## config.mk

```make
export PLATFORM = sky130hd
export DESIGN_NAME = conv_mac_array
export DESIGN_NICKNAME = d
export VERILOG_FILES = /design/src/logic/conv_arith_pkg.sv /design/src/logic/conv_stream_pkg.sv /design/src/logic/cla_adder.sv /design/src/logic/mac_lane.sv /design/src/logic/operand_feeder.sv /design/src/logic/result_packer.sv /design/src/logic/conv_mac_array.sv
export VERILOG_INCLUDE_DIRS = /design/src /design/src/logic
export SDC_FILE = /design/constraint.sdc
export NUM_CORES = 2
export LEC_CHECK = 0
export ABC_AREA = 0
export BUFFER_PORTS_ARGS = -buffer_cell sky130_fd_sc_hd__buf_2
export CAP_MARGIN = 20
export CORE_MARGIN = 2
export CORE_UTILIZATION = 40
export CTS_BUF_LIST = sky130_fd_sc_hd__clkbuf_4 sky130_fd_sc_hd__clkbuf_8
export DETAILED_ROUTE_END_ITERATION = 16
export PLACE_DENSITY = 0.62
export SYNTH_ARGS = -nofsm -noshare
export SYNTH_HDL_FRONTEND = slang
export SYNTH_SLANG_ARGS = --single-unit
```

## constraint.sdc

```tcl
create_clock -name clk -period 40.9 [get_ports clk]
set_clock_uncertainty 0.15 [all_clocks]
set_input_delay 2.045 -clock clk [delete_from_list [all_inputs] [get_ports clk]]
set_output_delay 2.045 -clock clk [all_outputs]
set_load 0.02 [all_outputs]
```

## src/logic/conv_settings.svh

```systemverilog
/*
  Build-time sizes for the MAC array.
  CONV_ACC_W must be a multiple of 4 (carry-lookahead groups).
  The multiplier tree is fixed to 8-bit operands, so CONV_DATA_W stays 8.
*/
`ifndef CONV_SETTINGS_SVH
`define CONV_SETTINGS_SVH

// output channels, one MAC lane each
`define CONV_LANES 4

// signed operand width of features, weights and biases
`define CONV_DATA_W 8

// lane accumulator width
`define CONV_ACC_W 28

// fixed-point position: bias is shifted left by this, result byte is taken from here
`define CONV_FRAC_SHIFT 6

// register stages from operand capture to signed product
`define CONV_MUL_DEPTH 8

`endif

```

## src/logic/conv_arith_pkg.sv

```systemverilog
/*
  Numeric types of the datapath.
  Magnitudes are unsigned so that -128 maps to 128 without overflow.
*/
`include "conv_settings.svh"

package conv_arith_pkg;

  ////////////////////////////////////////
  // operands
  ////////////////////////////////////////

  // signed feature or weight
  typedef logic signed [`CONV_DATA_W-1:0] operand_t;

  // absolute value of an operand
  typedef logic [`CONV_DATA_W-1:0] magnitude_t;

  ////////////////////////////////////////
  // results
  ////////////////////////////////////////

  // full precision product of two operands
  typedef logic signed [2*`CONV_DATA_W-1:0] product_t;

  // running dot-product sum of one lane
  typedef logic signed [`CONV_ACC_W-1:0] acc_t;

endpackage

```

## src/logic/conv_stream_pkg.sv

```systemverilog
/*
  Lane vectors carried on the stream and bias ports.
  Element i belongs to lane i, element 0 sits in the lowest bits.
*/
`include "conv_settings.svh"

package conv_stream_pkg;

  // one weight per lane on every input beat
  typedef logic [`CONV_LANES-1:0][`CONV_DATA_W-1:0] weight_vec_t;

  // one signed bias per lane, applied at drain time
  typedef logic [`CONV_LANES-1:0][`CONV_DATA_W-1:0] bias_vec_t;

  // packed result bytes, byte i from lane i
  typedef logic [`CONV_LANES-1:0][7:0] out_word_t;

  // all lane accumulators side by side
  typedef logic [`CONV_LANES-1:0][`CONV_ACC_W-1:0] acc_vec_t;

endpackage

```

## src/logic/cla_adder.sv

```systemverilog
/*
  Carry-lookahead adder, no carry in. W must be a multiple of 4.
  Lookahead inside each 4-bit group, group carries ripple upward.
*/
`timescale 1ns/1ps

module cla_adder #(
  parameter int W = 16
) (
  input  logic [W-1:0] a,
  input  logic [W-1:0] b,
  output logic [W-1:0] sum,
  output logic         carry_out
);
  localparam int GROUPS = W / 4;

  logic [GROUPS:0] grp_carry; // carry into each group

  assign grp_carry[0] = 1'b0;

  for (genvar g = 0; g < GROUPS; g++) begin : g_group
    logic [3:0] prop;
    logic [3:0] gen;
    logic [3:0] c;   // carry into each bit of the group
    logic       grp_p;
    logic       grp_g;

    assign prop = a[4*g +: 4] ^ b[4*g +: 4];
    assign gen  = a[4*g +: 4] & b[4*g +: 4];

    // bit carries, fully expanded from the group carry in
    assign c[0] = grp_carry[g];
    assign c[1] = gen[0] | (prop[0] & c[0]);
    assign c[2] = gen[1] | (prop[1] & gen[0]) | (prop[1] & prop[0] & c[0]);
    assign c[3] = gen[2] | (prop[2] & gen[1]) | (prop[2] & prop[1] & gen[0])
                | (prop[2] & prop[1] & prop[0] & c[0]);

    // group propagate / generate
    assign grp_p = &prop;
    assign grp_g = gen[3] | (prop[3] & gen[2]) | (prop[3] & prop[2] & gen[1])
                 | (prop[3] & prop[2] & prop[1] & gen[0]);

    assign grp_carry[g+1] = grp_g | (grp_p & c[0]); // ripple to next group
    assign sum[4*g +: 4]  = prop ^ c;
  end

  assign carry_out = grp_carry[GROUPS];

endmodule

```

## src/logic/mac_lane.sv

```systemverilog
/*
  One MAC lane: sign-magnitude multiplier, 8 stages, then accumulate.
  Everything freezes while en is low. Accumulator restarts on the delayed first flag.
  The partial-product tree assumes 8-bit operands.
*/
`timescale 1ns/1ps
`include "conv_settings.svh"

module mac_lane (
  input  logic                     clk,
  input  logic                     en,
  input  conv_arith_pkg::operand_t feat,
  input  conv_arith_pkg::operand_t weight,
  input  logic                     first,
  output conv_arith_pkg::acc_t     acc
);
  localparam int D     = `CONV_MUL_DEPTH;
  localparam int ACC_W = `CONV_ACC_W;

  conv_arith_pkg::magnitude_t feat_mag;
  conv_arith_pkg::magnitude_t weight_mag;
  conv_arith_pkg::magnitude_t pp_q [8];   // stage 1, partial products
  logic [5:0]                 lo2_q [4];  // stage 2
  logic [2:0]                 hi2a_q [4];
  logic [3:0]                 hi2b_q [4];
  logic [9:0]                 pair_q [4]; // stage 3
  logic [7:0]                 lo4_q [2];  // stage 4
  logic [2:0]                 hi4a_q [2];
  logic [4:0]                 hi4b_q [2];
  logic [11:0]                quad_q [2]; // stage 5
  logic [9:0]                 lo6_q;      // stage 6
  logic [2:0]                 hi6a_q;
  logic [6:0]                 hi6b_q;
  logic [15:0]                mag_q;      // stage 7, unsigned product
  conv_arith_pkg::product_t   prod_q;     // stage 8
  logic [D-2:0]               sign_pipe;
  logic [D-1:0]               first_pipe;
  conv_arith_pkg::acc_t       prod_ext;
  conv_arith_pkg::acc_t       acc_base;
  conv_arith_pkg::acc_t       acc_next;

  // -128 gives magnitude 128, still fits unsigned
  assign feat_mag   = feat[7] ? ~feat + 1'b1 : feat;
  assign weight_mag = weight[7] ? ~weight + 1'b1 : weight;

  ////////////////////////////////////////
  // multiplier tree
  ////////////////////////////////////////

  always_ff @(posedge clk) begin
    if (en) begin
      for (int k = 0; k < 8; k++) begin
        pp_q[k] <= weight_mag[k] ? feat_mag : '0;
      end
      // low bits of each pair first, high bits wait a cycle
      for (int j = 0; j < 4; j++) begin
        lo2_q[j]  <= {1'b0, pp_q[2*j][4:0]} + {1'b0, pp_q[2*j+1][3:0], 1'b0};
        hi2a_q[j] <= pp_q[2*j][7:5];
        hi2b_q[j] <= pp_q[2*j+1][7:4];
        pair_q[j] <= {{2'b00, hi2a_q[j]} + {1'b0, hi2b_q[j]} + {4'd0, lo2_q[j][5]},
                      lo2_q[j][4:0]};
      end
      for (int m = 0; m < 2; m++) begin
        lo4_q[m]  <= {1'b0, pair_q[2*m][6:0]} + {1'b0, pair_q[2*m+1][4:0], 2'b00};
        hi4a_q[m] <= pair_q[2*m][9:7];
        hi4b_q[m] <= pair_q[2*m+1][9:5];
        quad_q[m] <= {{2'b00, hi4a_q[m]} + hi4b_q[m] + {4'd0, lo4_q[m][7]},
                      lo4_q[m][6:0]};
      end
      lo6_q  <= {1'b0, quad_q[0][8:0]} + {1'b0, quad_q[1][4:0], 4'd0};
      hi6a_q <= quad_q[0][11:9];
      hi6b_q <= quad_q[1][11:5];
      mag_q  <= {{4'd0, hi6a_q} + hi6b_q + {6'd0, lo6_q[9]}, lo6_q[8:0]};
      // stage 8, sign back on
      prod_q <= sign_pipe[D-2] ? ~mag_q + 1'b1 : mag_q;
      sign_pipe  <= {sign_pipe[D-3:0], feat[7] ^ weight[7]};
      first_pipe <= {first_pipe[D-2:0], first};
    end
  end

  ////////////////////////////////////////
  // accumulate
  ////////////////////////////////////////

  assign prod_ext = {{(ACC_W-16){prod_q[15]}}, prod_q};
  assign acc_base = first_pipe[D-1] ? '0 : acc; // new dot product starts from zero

  cla_adder #(.W(ACC_W)) i_acc_add (
    .a         (prod_ext),
    .b         (acc_base),
    .sum       (acc_next),
    .carry_out ()
  );

  always_ff @(posedge clk) begin
    if (en) begin
      acc <= acc_next;
    end
  end

endmodule

```

## src/logic/operand_feeder.sv

```systemverilog
/*
  Input side of the array. in_ready follows advance.
  Bubbles reach the lanes as zero operands with first low.
  result_tick marks the cycle the lane sums of a finished dot product are final.
*/
`timescale 1ns/1ps
`include "conv_settings.svh"

module operand_feeder (
  input  logic                         clk,
  input  logic                         rstn,
  input  logic                         in_valid,
  input  conv_arith_pkg::operand_t     in_feat,
  input  conv_stream_pkg::weight_vec_t in_weights,
  input  logic                         in_first,
  input  logic                         in_last,
  input  logic                         advance,
  output logic                         in_ready,
  output conv_arith_pkg::operand_t     lane_feat,
  output conv_stream_pkg::weight_vec_t lane_weights,
  output logic                         lane_first,
  output logic                         result_tick
);
  // multiplier stages plus the accumulate stage
  localparam int TICK_DEPTH = `CONV_MUL_DEPTH + 1;

  logic [TICK_DEPTH-1:0] tick_chain;

  assign in_ready = advance; // pipe only moves when the output side can take

  ////////////////////////////////////////
  // operands to lanes
  ////////////////////////////////////////

  // zero product on a bubble, so the sums are untouched
  assign lane_feat    = in_valid ? in_feat : '0;
  assign lane_weights = in_valid ? in_weights : '0;
  assign lane_first   = in_valid & in_first;

  ////////////////////////////////////////
  // end-of-dot-product timing
  ////////////////////////////////////////

  always_ff @(posedge clk) begin
    if (!rstn) begin
      tick_chain <= '0;
    end else if (advance) begin
      tick_chain <= {tick_chain[TICK_DEPTH-2:0], in_valid & in_last};
    end
  end

  assign result_tick = tick_chain[TICK_DEPTH-1]; // aligned with final lane sums

endmodule

```

## src/logic/result_packer.sv

```systemverilog
/*
  Drain stage: bias add, ReLU, saturation to 0..127, one byte per lane.
  Holds the word until out_ready. Biases must not change while a dot product is in flight.
  advance is the pipeline enable for the feeder and all lanes.
*/
`timescale 1ns/1ps
`include "conv_settings.svh"

module result_packer (
  input  logic                       clk,
  input  logic                       rstn,
  input  logic                       result_tick,
  input  conv_stream_pkg::acc_vec_t  lane_acc,
  input  logic                       bias_we,
  input  conv_stream_pkg::bias_vec_t bias_data,
  input  logic                       out_ready,
  output logic                       out_valid,
  output conv_stream_pkg::out_word_t out_data,
  output logic                       advance
);
  localparam int LANES  = `CONV_LANES;
  localparam int ACC_W  = `CONV_ACC_W;
  localparam int DATA_W = `CONV_DATA_W;
  localparam int SHIFT  = `CONV_FRAC_SHIFT;
  localparam int EXT_W  = ACC_W - DATA_W - SHIFT;

  conv_stream_pkg::bias_vec_t bias_q;
  conv_stream_pkg::out_word_t result_word;
  conv_arith_pkg::acc_t       bias_ext [LANES];
  conv_arith_pkg::acc_t       total [LANES];

  always_ff @(posedge clk) begin
    if (bias_we) begin
      bias_q <= bias_data;
    end
  end

  ////////////////////////////////////////
  // per-lane bias add and saturate
  ////////////////////////////////////////

  for (genvar i = 0; i < LANES; i++) begin : g_lane
    // bias lines up with the fraction point of the sum
    assign bias_ext[i] = {{EXT_W{bias_q[i][DATA_W-1]}}, bias_q[i], {SHIFT{1'b0}}};

    cla_adder #(.W(ACC_W)) i_bias_add (
      .a         (lane_acc[i]),
      .b         (bias_ext[i]),
      .sum       (total[i]),
      .carry_out ()
    );

    // negative -> 0, too large -> 127, else integer part
    assign result_word[i] = total[i][ACC_W-1] ? 8'h00 :
                            (|total[i][ACC_W-2:SHIFT+7]) ? 8'h7f :
                            {1'b0, total[i][SHIFT+6:SHIFT]};
  end

  ////////////////////////////////////////
  // output register
  ////////////////////////////////////////

  assign advance = !out_valid || out_ready; // free slot or word leaving

  always_ff @(posedge clk) begin
    if (!rstn) begin
      out_valid <= 1'b0;
    end else if (advance) begin
      out_valid <= result_tick;
    end
  end

  always_ff @(posedge clk) begin
    if (advance && result_tick) begin
      out_data <= result_word; // held while the word waits
    end
  end

endmodule

```

## src/logic/conv_mac_array.sv

```systemverilog
/*
  Four-lane signed MAC array with valid/ready in and out.
  Last beat to out_valid is 10 cycles without stalls. Back-pressure freezes the whole pipe.
*/
`timescale 1ns/1ps
`include "conv_settings.svh"

module conv_mac_array (
  input  logic                         clk,
  input  logic                         rstn,
  input  logic                         in_valid,
  input  conv_arith_pkg::operand_t     in_feat,
  input  conv_stream_pkg::weight_vec_t in_weights,
  input  logic                         in_first,
  input  logic                         in_last,
  output logic                         in_ready,
  input  logic                         bias_we,
  input  conv_stream_pkg::bias_vec_t   bias_data,
  output logic                         out_valid,
  output conv_stream_pkg::out_word_t   out_data,
  input  logic                         out_ready
);
  conv_arith_pkg::operand_t     lane_feat;
  conv_stream_pkg::weight_vec_t lane_weights;
  logic                         lane_first;
  logic                         result_tick;
  logic                         advance;    // pipeline enable
  conv_stream_pkg::acc_vec_t    lane_acc;

  operand_feeder i_feeder (
    .clk          (clk),
    .rstn         (rstn),
    .in_valid     (in_valid),
    .in_feat      (in_feat),
    .in_weights   (in_weights),
    .in_first     (in_first),
    .in_last      (in_last),
    .advance      (advance),
    .in_ready     (in_ready),
    .lane_feat    (lane_feat),
    .lane_weights (lane_weights),
    .lane_first   (lane_first),
    .result_tick  (result_tick)
  );

  // feature is shared, each lane has its own weight
  for (genvar i = 0; i < `CONV_LANES; i++) begin : g_lane
    mac_lane i_lane (
      .clk    (clk),
      .en     (advance),
      .feat   (lane_feat),
      .weight (lane_weights[i]),
      .first  (lane_first),
      .acc    (lane_acc[i])
    );
  end

  result_packer i_packer (
    .clk         (clk),
    .rstn        (rstn),
    .result_tick (result_tick),
    .lane_acc    (lane_acc),
    .bias_we     (bias_we),
    .bias_data   (bias_data),
    .out_ready   (out_ready),
    .out_valid   (out_valid),
    .out_data    (out_data),
    .advance     (advance)
  );

endmodule

```

* Yosys cells after proc, flatten, opt, wreduce, memory -nomap -nowiden
Memory sizes are Yosys's and may differ from the RTL's.
Cells that the tools add are included.
** Operators by class
- $add $sub $neg :: 93
- Mux-type cells :: 53
- Bitwise logic cells :: 1311
- Reductions and logical operators :: 43
** Operators by type and width (count)
- bitwise AND 1 bit :: 686
- bitwise OR 1 bit :: 456
- XOR 4 bit :: 104
- 2-to-1 mux 8 bit :: 38
- bitwise AND 4 bit :: 44
- AND reduction 4 bit :: 36
- adder 5 x 1 -> 5 bit :: 24
- 2-to-1 mux 28 bit :: 4
- adder 5 x 5 -> 6 bit :: 16
- adder 3 x 4 -> 5 bit :: 16
- adder 16 x 1 -> 16 bit, second input constant :: 4
- adder 7 x 7 -> 8 bit :: 8
- 2-to-1 mux 16 bit :: 4
- inverter 16 bit :: 4
- OR reduction 14 bit :: 4
- adder 3 x 5 -> 5 bit :: 8
- adder 8 x 1 -> 8 bit, second input constant :: 5
- adder 9 x 9 -> 10 bit :: 4
- inverter 8 bit :: 5
- 2-to-1 mux 32 bit :: 1
- adder 3 x 7 -> 7 bit :: 4
- adder 7 x 1 -> 7 bit :: 4
- 2-to-1 mux 7 bit :: 4
- bitwise AND 3 bit :: 8
- 5 further kinds :: 9
** Storage, ports and cells
- Bits in registers :: 454
- Memory bits (writable) :: 848
- Word-level logic and storage cells :: 1578
- Memories :: 36
** Memory list
- g_lane[0].i_lane.pp_q :: words 8, width 8, read ports 8, clocked after memory_dff 0, wr ports 8, line mac_lane.sv:22 : conv_arith_pkg::magnitude_t pp_q [8];
- g_lane[1].i_lane.pp_q :: words 8, width 8, read ports 8, clocked after memory_dff 0, wr ports 8, line mac_lane.sv:22
- g_lane[2].i_lane.pp_q :: words 8, width 8, read ports 8, clocked after memory_dff 0, wr ports 8, line mac_lane.sv:22
- g_lane[3].i_lane.pp_q :: words 8, width 8, read ports 8, clocked after memory_dff 0, wr ports 8, line mac_lane.sv:22
- g_lane[0].i_lane.pair_q :: words 4, width 10, read ports 4, clocked after memory_dff 0, wr ports 4, line mac_lane.sv:26 : logic [9:0] pair_q [4];
- g_lane[1].i_lane.pair_q :: words 4, width 10, read ports 4, clocked after memory_dff 0, wr ports 4, line mac_lane.sv:26
- +30 memories

* Depth between registers and ports, before layout
- Word-level depth :: 19
- Mapped depth :: 16
- Depth with buffers taken out :: 16

* Hierarchy
From an unflattened synthesis, not the netlist that was laid out.
** Second synthesis, totals
- Cell total of the unflattened synthesis :: 4186
- Area total of the unflattened synthesis :: 61541.5 um^2
** Modules (own cells, without submodules)
- mac_lane (g_lane[0].i_lane ...) :: instances 3, cells an instance 719, area each 12197.9 um^2, sequential area each 9218.8 um^2
- mac_lane (g_lane[3].i_lane) :: instances 1, cells an instance 715, area each 12180.4 um^2, sequential area each 9218.8 um^2
- cla_adder (g_lane[0].i_lane.i_acc_add ...) :: instances 7, cells an instance 135, area each 1192.4 um^2, sequential area each 0.0 um^2
- result_packer :: instances 1, cells an instance 138, area each 2519.9 um^2, sequential area each 1821.7 um^2
- cla_adder (i_packer.g_lane[0].i_bias_add) :: instances 1, cells an instance 156, area each 1277.5 um^2, sequential area each 0.0 um^2
- operand_feeder :: instances 1, cells an instance 75, area each 623.1 um^2, sequential area each 180.2 um^2

* Worst setup path before layout
Ideal clock, no wire load.
- Path kind :: input port to flip-flop
- Start point :: input port out_ready
- End point :: register i_packer.out_data[0] in the netlist's numbering (enable)
- Setup time :: 0.387 ns
- Arrival :: 38.206 ns
- Path slack :: 2.157 ns
- Stages on the path :: 4
- Cells stage by stage :: nor2b_1 inv_1 clkbuf_1 and2_1
** Between the ends
- Cells in the longest elaborated chain, start to end :: 2
** Ends and longest elaborated chain
- start, declared :: line conv_mac_array.sv:21 : input logic out_ready
- logical OR 1 bit :: line result_packer.sv:63 : assign advance = !out_valid || out_ready;
- named net in_ready :: line conv_mac_array.sv:16 : output logic in_ready,
- logical AND 1 bit :: line result_packer.sv:74 : if (advance && result_tick) begin
- end signal, assigned :: line result_packer.sv:75 : out_data <= result_word;
- end, declared :: line result_packer.sv:18 : output conv_stream_pkg::out_word_t out_data,
The timed path passes the listed nets, and every way through them passes these cells.
A chain may end at the register's enable or synchronous reset.

* Final worst setup path
- Start point :: input port out_ready
- End point :: output port in_ready
** Between the ends
- Cells in the longest elaborated chain, start to end :: 1
** Ends and longest elaborated chain (line)
- logical OR 1 bit :: result_packer.sv:63
- end, declared :: conv_mac_array.sv:16
No other way between the ends.

==> flow_summary.toml <==
[status]
status = "finished, final reports clean"

[timing]
fin_tns_setup_ns = 0
final.period_utilization = 0.143
setup_viol = 0
rsz0062_at_grt = "false"
maxSlewHeadroom = 0.138
setup_ws_ns = 35.06
slew_violations = 0
min_period_ns = 5.84
fin_hold_ws_ns = 0.255
worst_slew_pin_slew_ns = 1.29
max_freq_mhz = 171
finalHoldViolCount = 0

[yosys]
synthSimpleGateAreaFrac = 0.0694
ys_types = 70
synth_top_flop_cell = "edfxtp_1"
synth_top_family_by_area = "adder cells"
synth_seq_area_share = 0.660
synthesis.area_um2 = 57800
synth.avg_cell_area_um2 = 14.7
muxShareOfSynthArea = 0.00219
yosys_warnings = 0
ys_ff_latch = 1274
synth-edff-count = 1264
synthCells = 3930
async_flop_share = 0
synthAdderAreaFrac = 0.129
synth-xor-area-share = 0.0540
synth-compound-area-share = 0.0583

[job]
maxCapViolations = 0

[critical_path]
reg2reg_depth = 13
r2r_start = "g_lane[0].i_lane.first_pipe[7]$_DFFE_PN_"
crit_path_max_fanout = 103
crit_path_frequent_cell = "buf_2"
required_ns = 38.71
slowest_delay_ns = 0.73
endpoint_kind = "output port"
critPathKind = "in2out"
r2r_slack_ns = 35.90
path_buf_inv = 3
cpMaxStageDelayCell = "nor2b_1"
critical_path.top_delay_family = "buffers and inverters"
worstPathArrival_ns = 3.64
worstSetupStartpointType = "primary input"
timing.rr.end = "g_lane[2].i_lane.acc[24]$_DFFE_PN_"
crit_chain = "buf_2 > nor2b_1 > inv_8 > buf_2"

[pwr]
leakagePower_nw = 28.6
ir_worst_vdd_mv = 0.0299
p_per_area_nw_per_um2 = 54.5

[routing]
vias = 29300
wl_per_cell_um = 15.0
drt_iter0_drc = 1688
drt_pre_antenna_iters = 5
wl_mm = 93.9
drc = 0
vias_per_cell = 4.66
ant_nets = 0

[min_path]
worstHoldStart = "g_lane[1].i_lane.quad_q[0][1]$_DFFE_PN_"
hp-class = "reg2reg"
hold_depth = 0
min_to = "g_lane[1].i_lane.lo6_q[1]$_DFFE_PN_"

[placed_design]
gp_congestion = 0.778
port_buffers = 108
preCtsSetupSlack_ns = 34.63
hpwl_mm = 61.6

[clock_network]
cts_setup_buffers = 0
hold_buffers = 0
clkLatencyLatePin_ns = 0.89
root_buffer = "clkbuf_8"
cts_tree = "done"
clock_sinks = 1274
ctsResizeCount = 0
ctsHtreeMaxLevel = 4
cts_made_buffers = 200
clkTransAtPathRegs_ns = 0.06
clockBufferDepth = 3

[cells_and_area]
final_nets = 4799
layout_commonest_cell = "edfxtp_1"
layout-drive-gt1-share = 0.108
seq_area_um2 = 38200
final_cell_mix = "edfxtp_1 (1264), ha_1 (377), inv_1 (353), nor2_1 (332), xnor2_1 (234)"
synthToLayoutAreaGrowth_pct = 12.3
nFillCells = 12700
multiInputGateArea_um2 = 18100

[floorplan]
fp.dieH_um = 384
core-area_um2 = 143000
start_util = 0.403
num_rows = 139
io_pins = 113
dieArea_um2 = 148000
dieWidth_um = 384

[grt]
grt_pass1_wl_mm = 153
grt_max_degree = 221
grtUsageTotal = 0.130
antenna_found_initial = 16
grt_pass1_vias = 29900
overflow = 0
synth_stat cells, types with 12 or more instances:
cell,number,area (µm²)
xnor2_1,234,2050
o21a_1,13,97.6
edfxtp_1,1264,38000
o21ai_0,77,385
nand4_1,12,75.1
nor2b_1,149,932
nand2_1,156,586
nor2_1,332,1250
nand2b_1,53,332
nand3_1,24,120
fa_1,136,2720
o31ai_1,25,188
a21oi_1,191,956
and3_1,14,87.6
a21o_1,126,946
inv_1,354,1330
a21boi_0,12,90.1
xor2_1,122,1070
o21bai_1,13,97.6
nor3_1,21,105
ha_1,377,4720
clkbuf_1,45,169
and2_1,17,106
or4_1,12,90.1
power by group:
part           switching (mW)  internal, mW  total (mW)
Clock                   0.496         0.604        1.10
Sequential             0.0776          1.64        1.71
Combinational           0.394         0.329       0.723
Total                   0.968          2.57        3.54
per-stage QoR:
| stage | cells | cell area [µm²] | power, mW | util |
|---|---|---|---|---|
| floorplan | 3933 | 57800 | 2.29 | - |
| global placement | 5907 | 60700 | 2.44 | 0.423 |
| detailed placement | 5907 | 60700 | 2.47 | 0.423 |
| CTS | 6274 | 64800 | 3.59 | 0.452 |
| global route | 6280 | 64900 | 3.76 | 0.452 |
| finish | 6282 | 64900 | 3.54 | 0.452 |
logic make-up (layout without fill, tap and decap cells):
family,after synthesis,after routing
other,1,11
multiplexers,12,12
flip-flops,1274,1274
XOR/XNOR,356,356
AO/OA/AOI/OAI,530,530
adder cells (fa/ha/maj),513,513
buffers and inverters,412,851
AND/OR/NAND/NOR,832,832
sequential cells by signal, summed over array words and instances, names as in the netlist, 32 cells and up:
signal	flops
g_lane.i_lane.mag_q	64
g_lane.i_lane.hi4b_q	40
g_lane.i_lane.hi2a_q	48
g_lane.i_lane.acc	112
i_packer.bias_ext	32
g_lane.i_lane.lo4_q	64
g_lane.i_lane.lo6_q	40
g_lane.i_lane.pair_q	160
g_lane.i_lane.lo2_q	96
g_lane.i_lane.hi2b_q	64
g_lane.i_lane.prod_q	64
g_lane.i_lane.pp_q	256
g_lane.i_lane.quad_q	96
routing by layer:
metal  share of wire  up-vias  track usage
li1                -    14700            -
met1            0.48    14000        0.180
met2            0.45      445        0.199
met3           0.049      200       0.0349
met4           0.024       16       0.0410
met5          0.0010        -            0
worst max path at each step:
stage | endpoint | startpoint | cells after the start
floorplan | i_packer.out_data[0]$_SDFFCE_PP0P_ | out_ready | 4
global placement | g_lane[2].i_lane.pair_q[0][3]$_DFFE_PN_ | out_ready | 6
detailed placement | g_lane[2].i_lane.pair_q[0][3]$_DFFE_PN_ | out_ready | 6
CTS | in_ready | out_ready | 4
global route | in_ready | out_ready | 4
finish | in_ready | out_ready | 4
worst reg2reg max path, delay by kind of cell, from the launching register on:
kind	cells	cell delay, ns
AND/OR/NAND/NOR	2	0.77
AO/OA/AOI/OAI	6	1.51
flip-flops	1	0.32
buffers and inverters	3	1.26
adder cells (fa/ha/maj)	2	0.74
layout make-up:
type,count,area share
tap,1903,0.0367
antenna,7,0.000270
sequential,1274,0.588
clock buffer,250,0.0484
clock inverter,117,0.0155
inverter,354,0.0206
multi-input combinational,2247,0.279
timing repair buffer,130,0.0116
No activity file was read; power rests on OpenSTA's default activity.
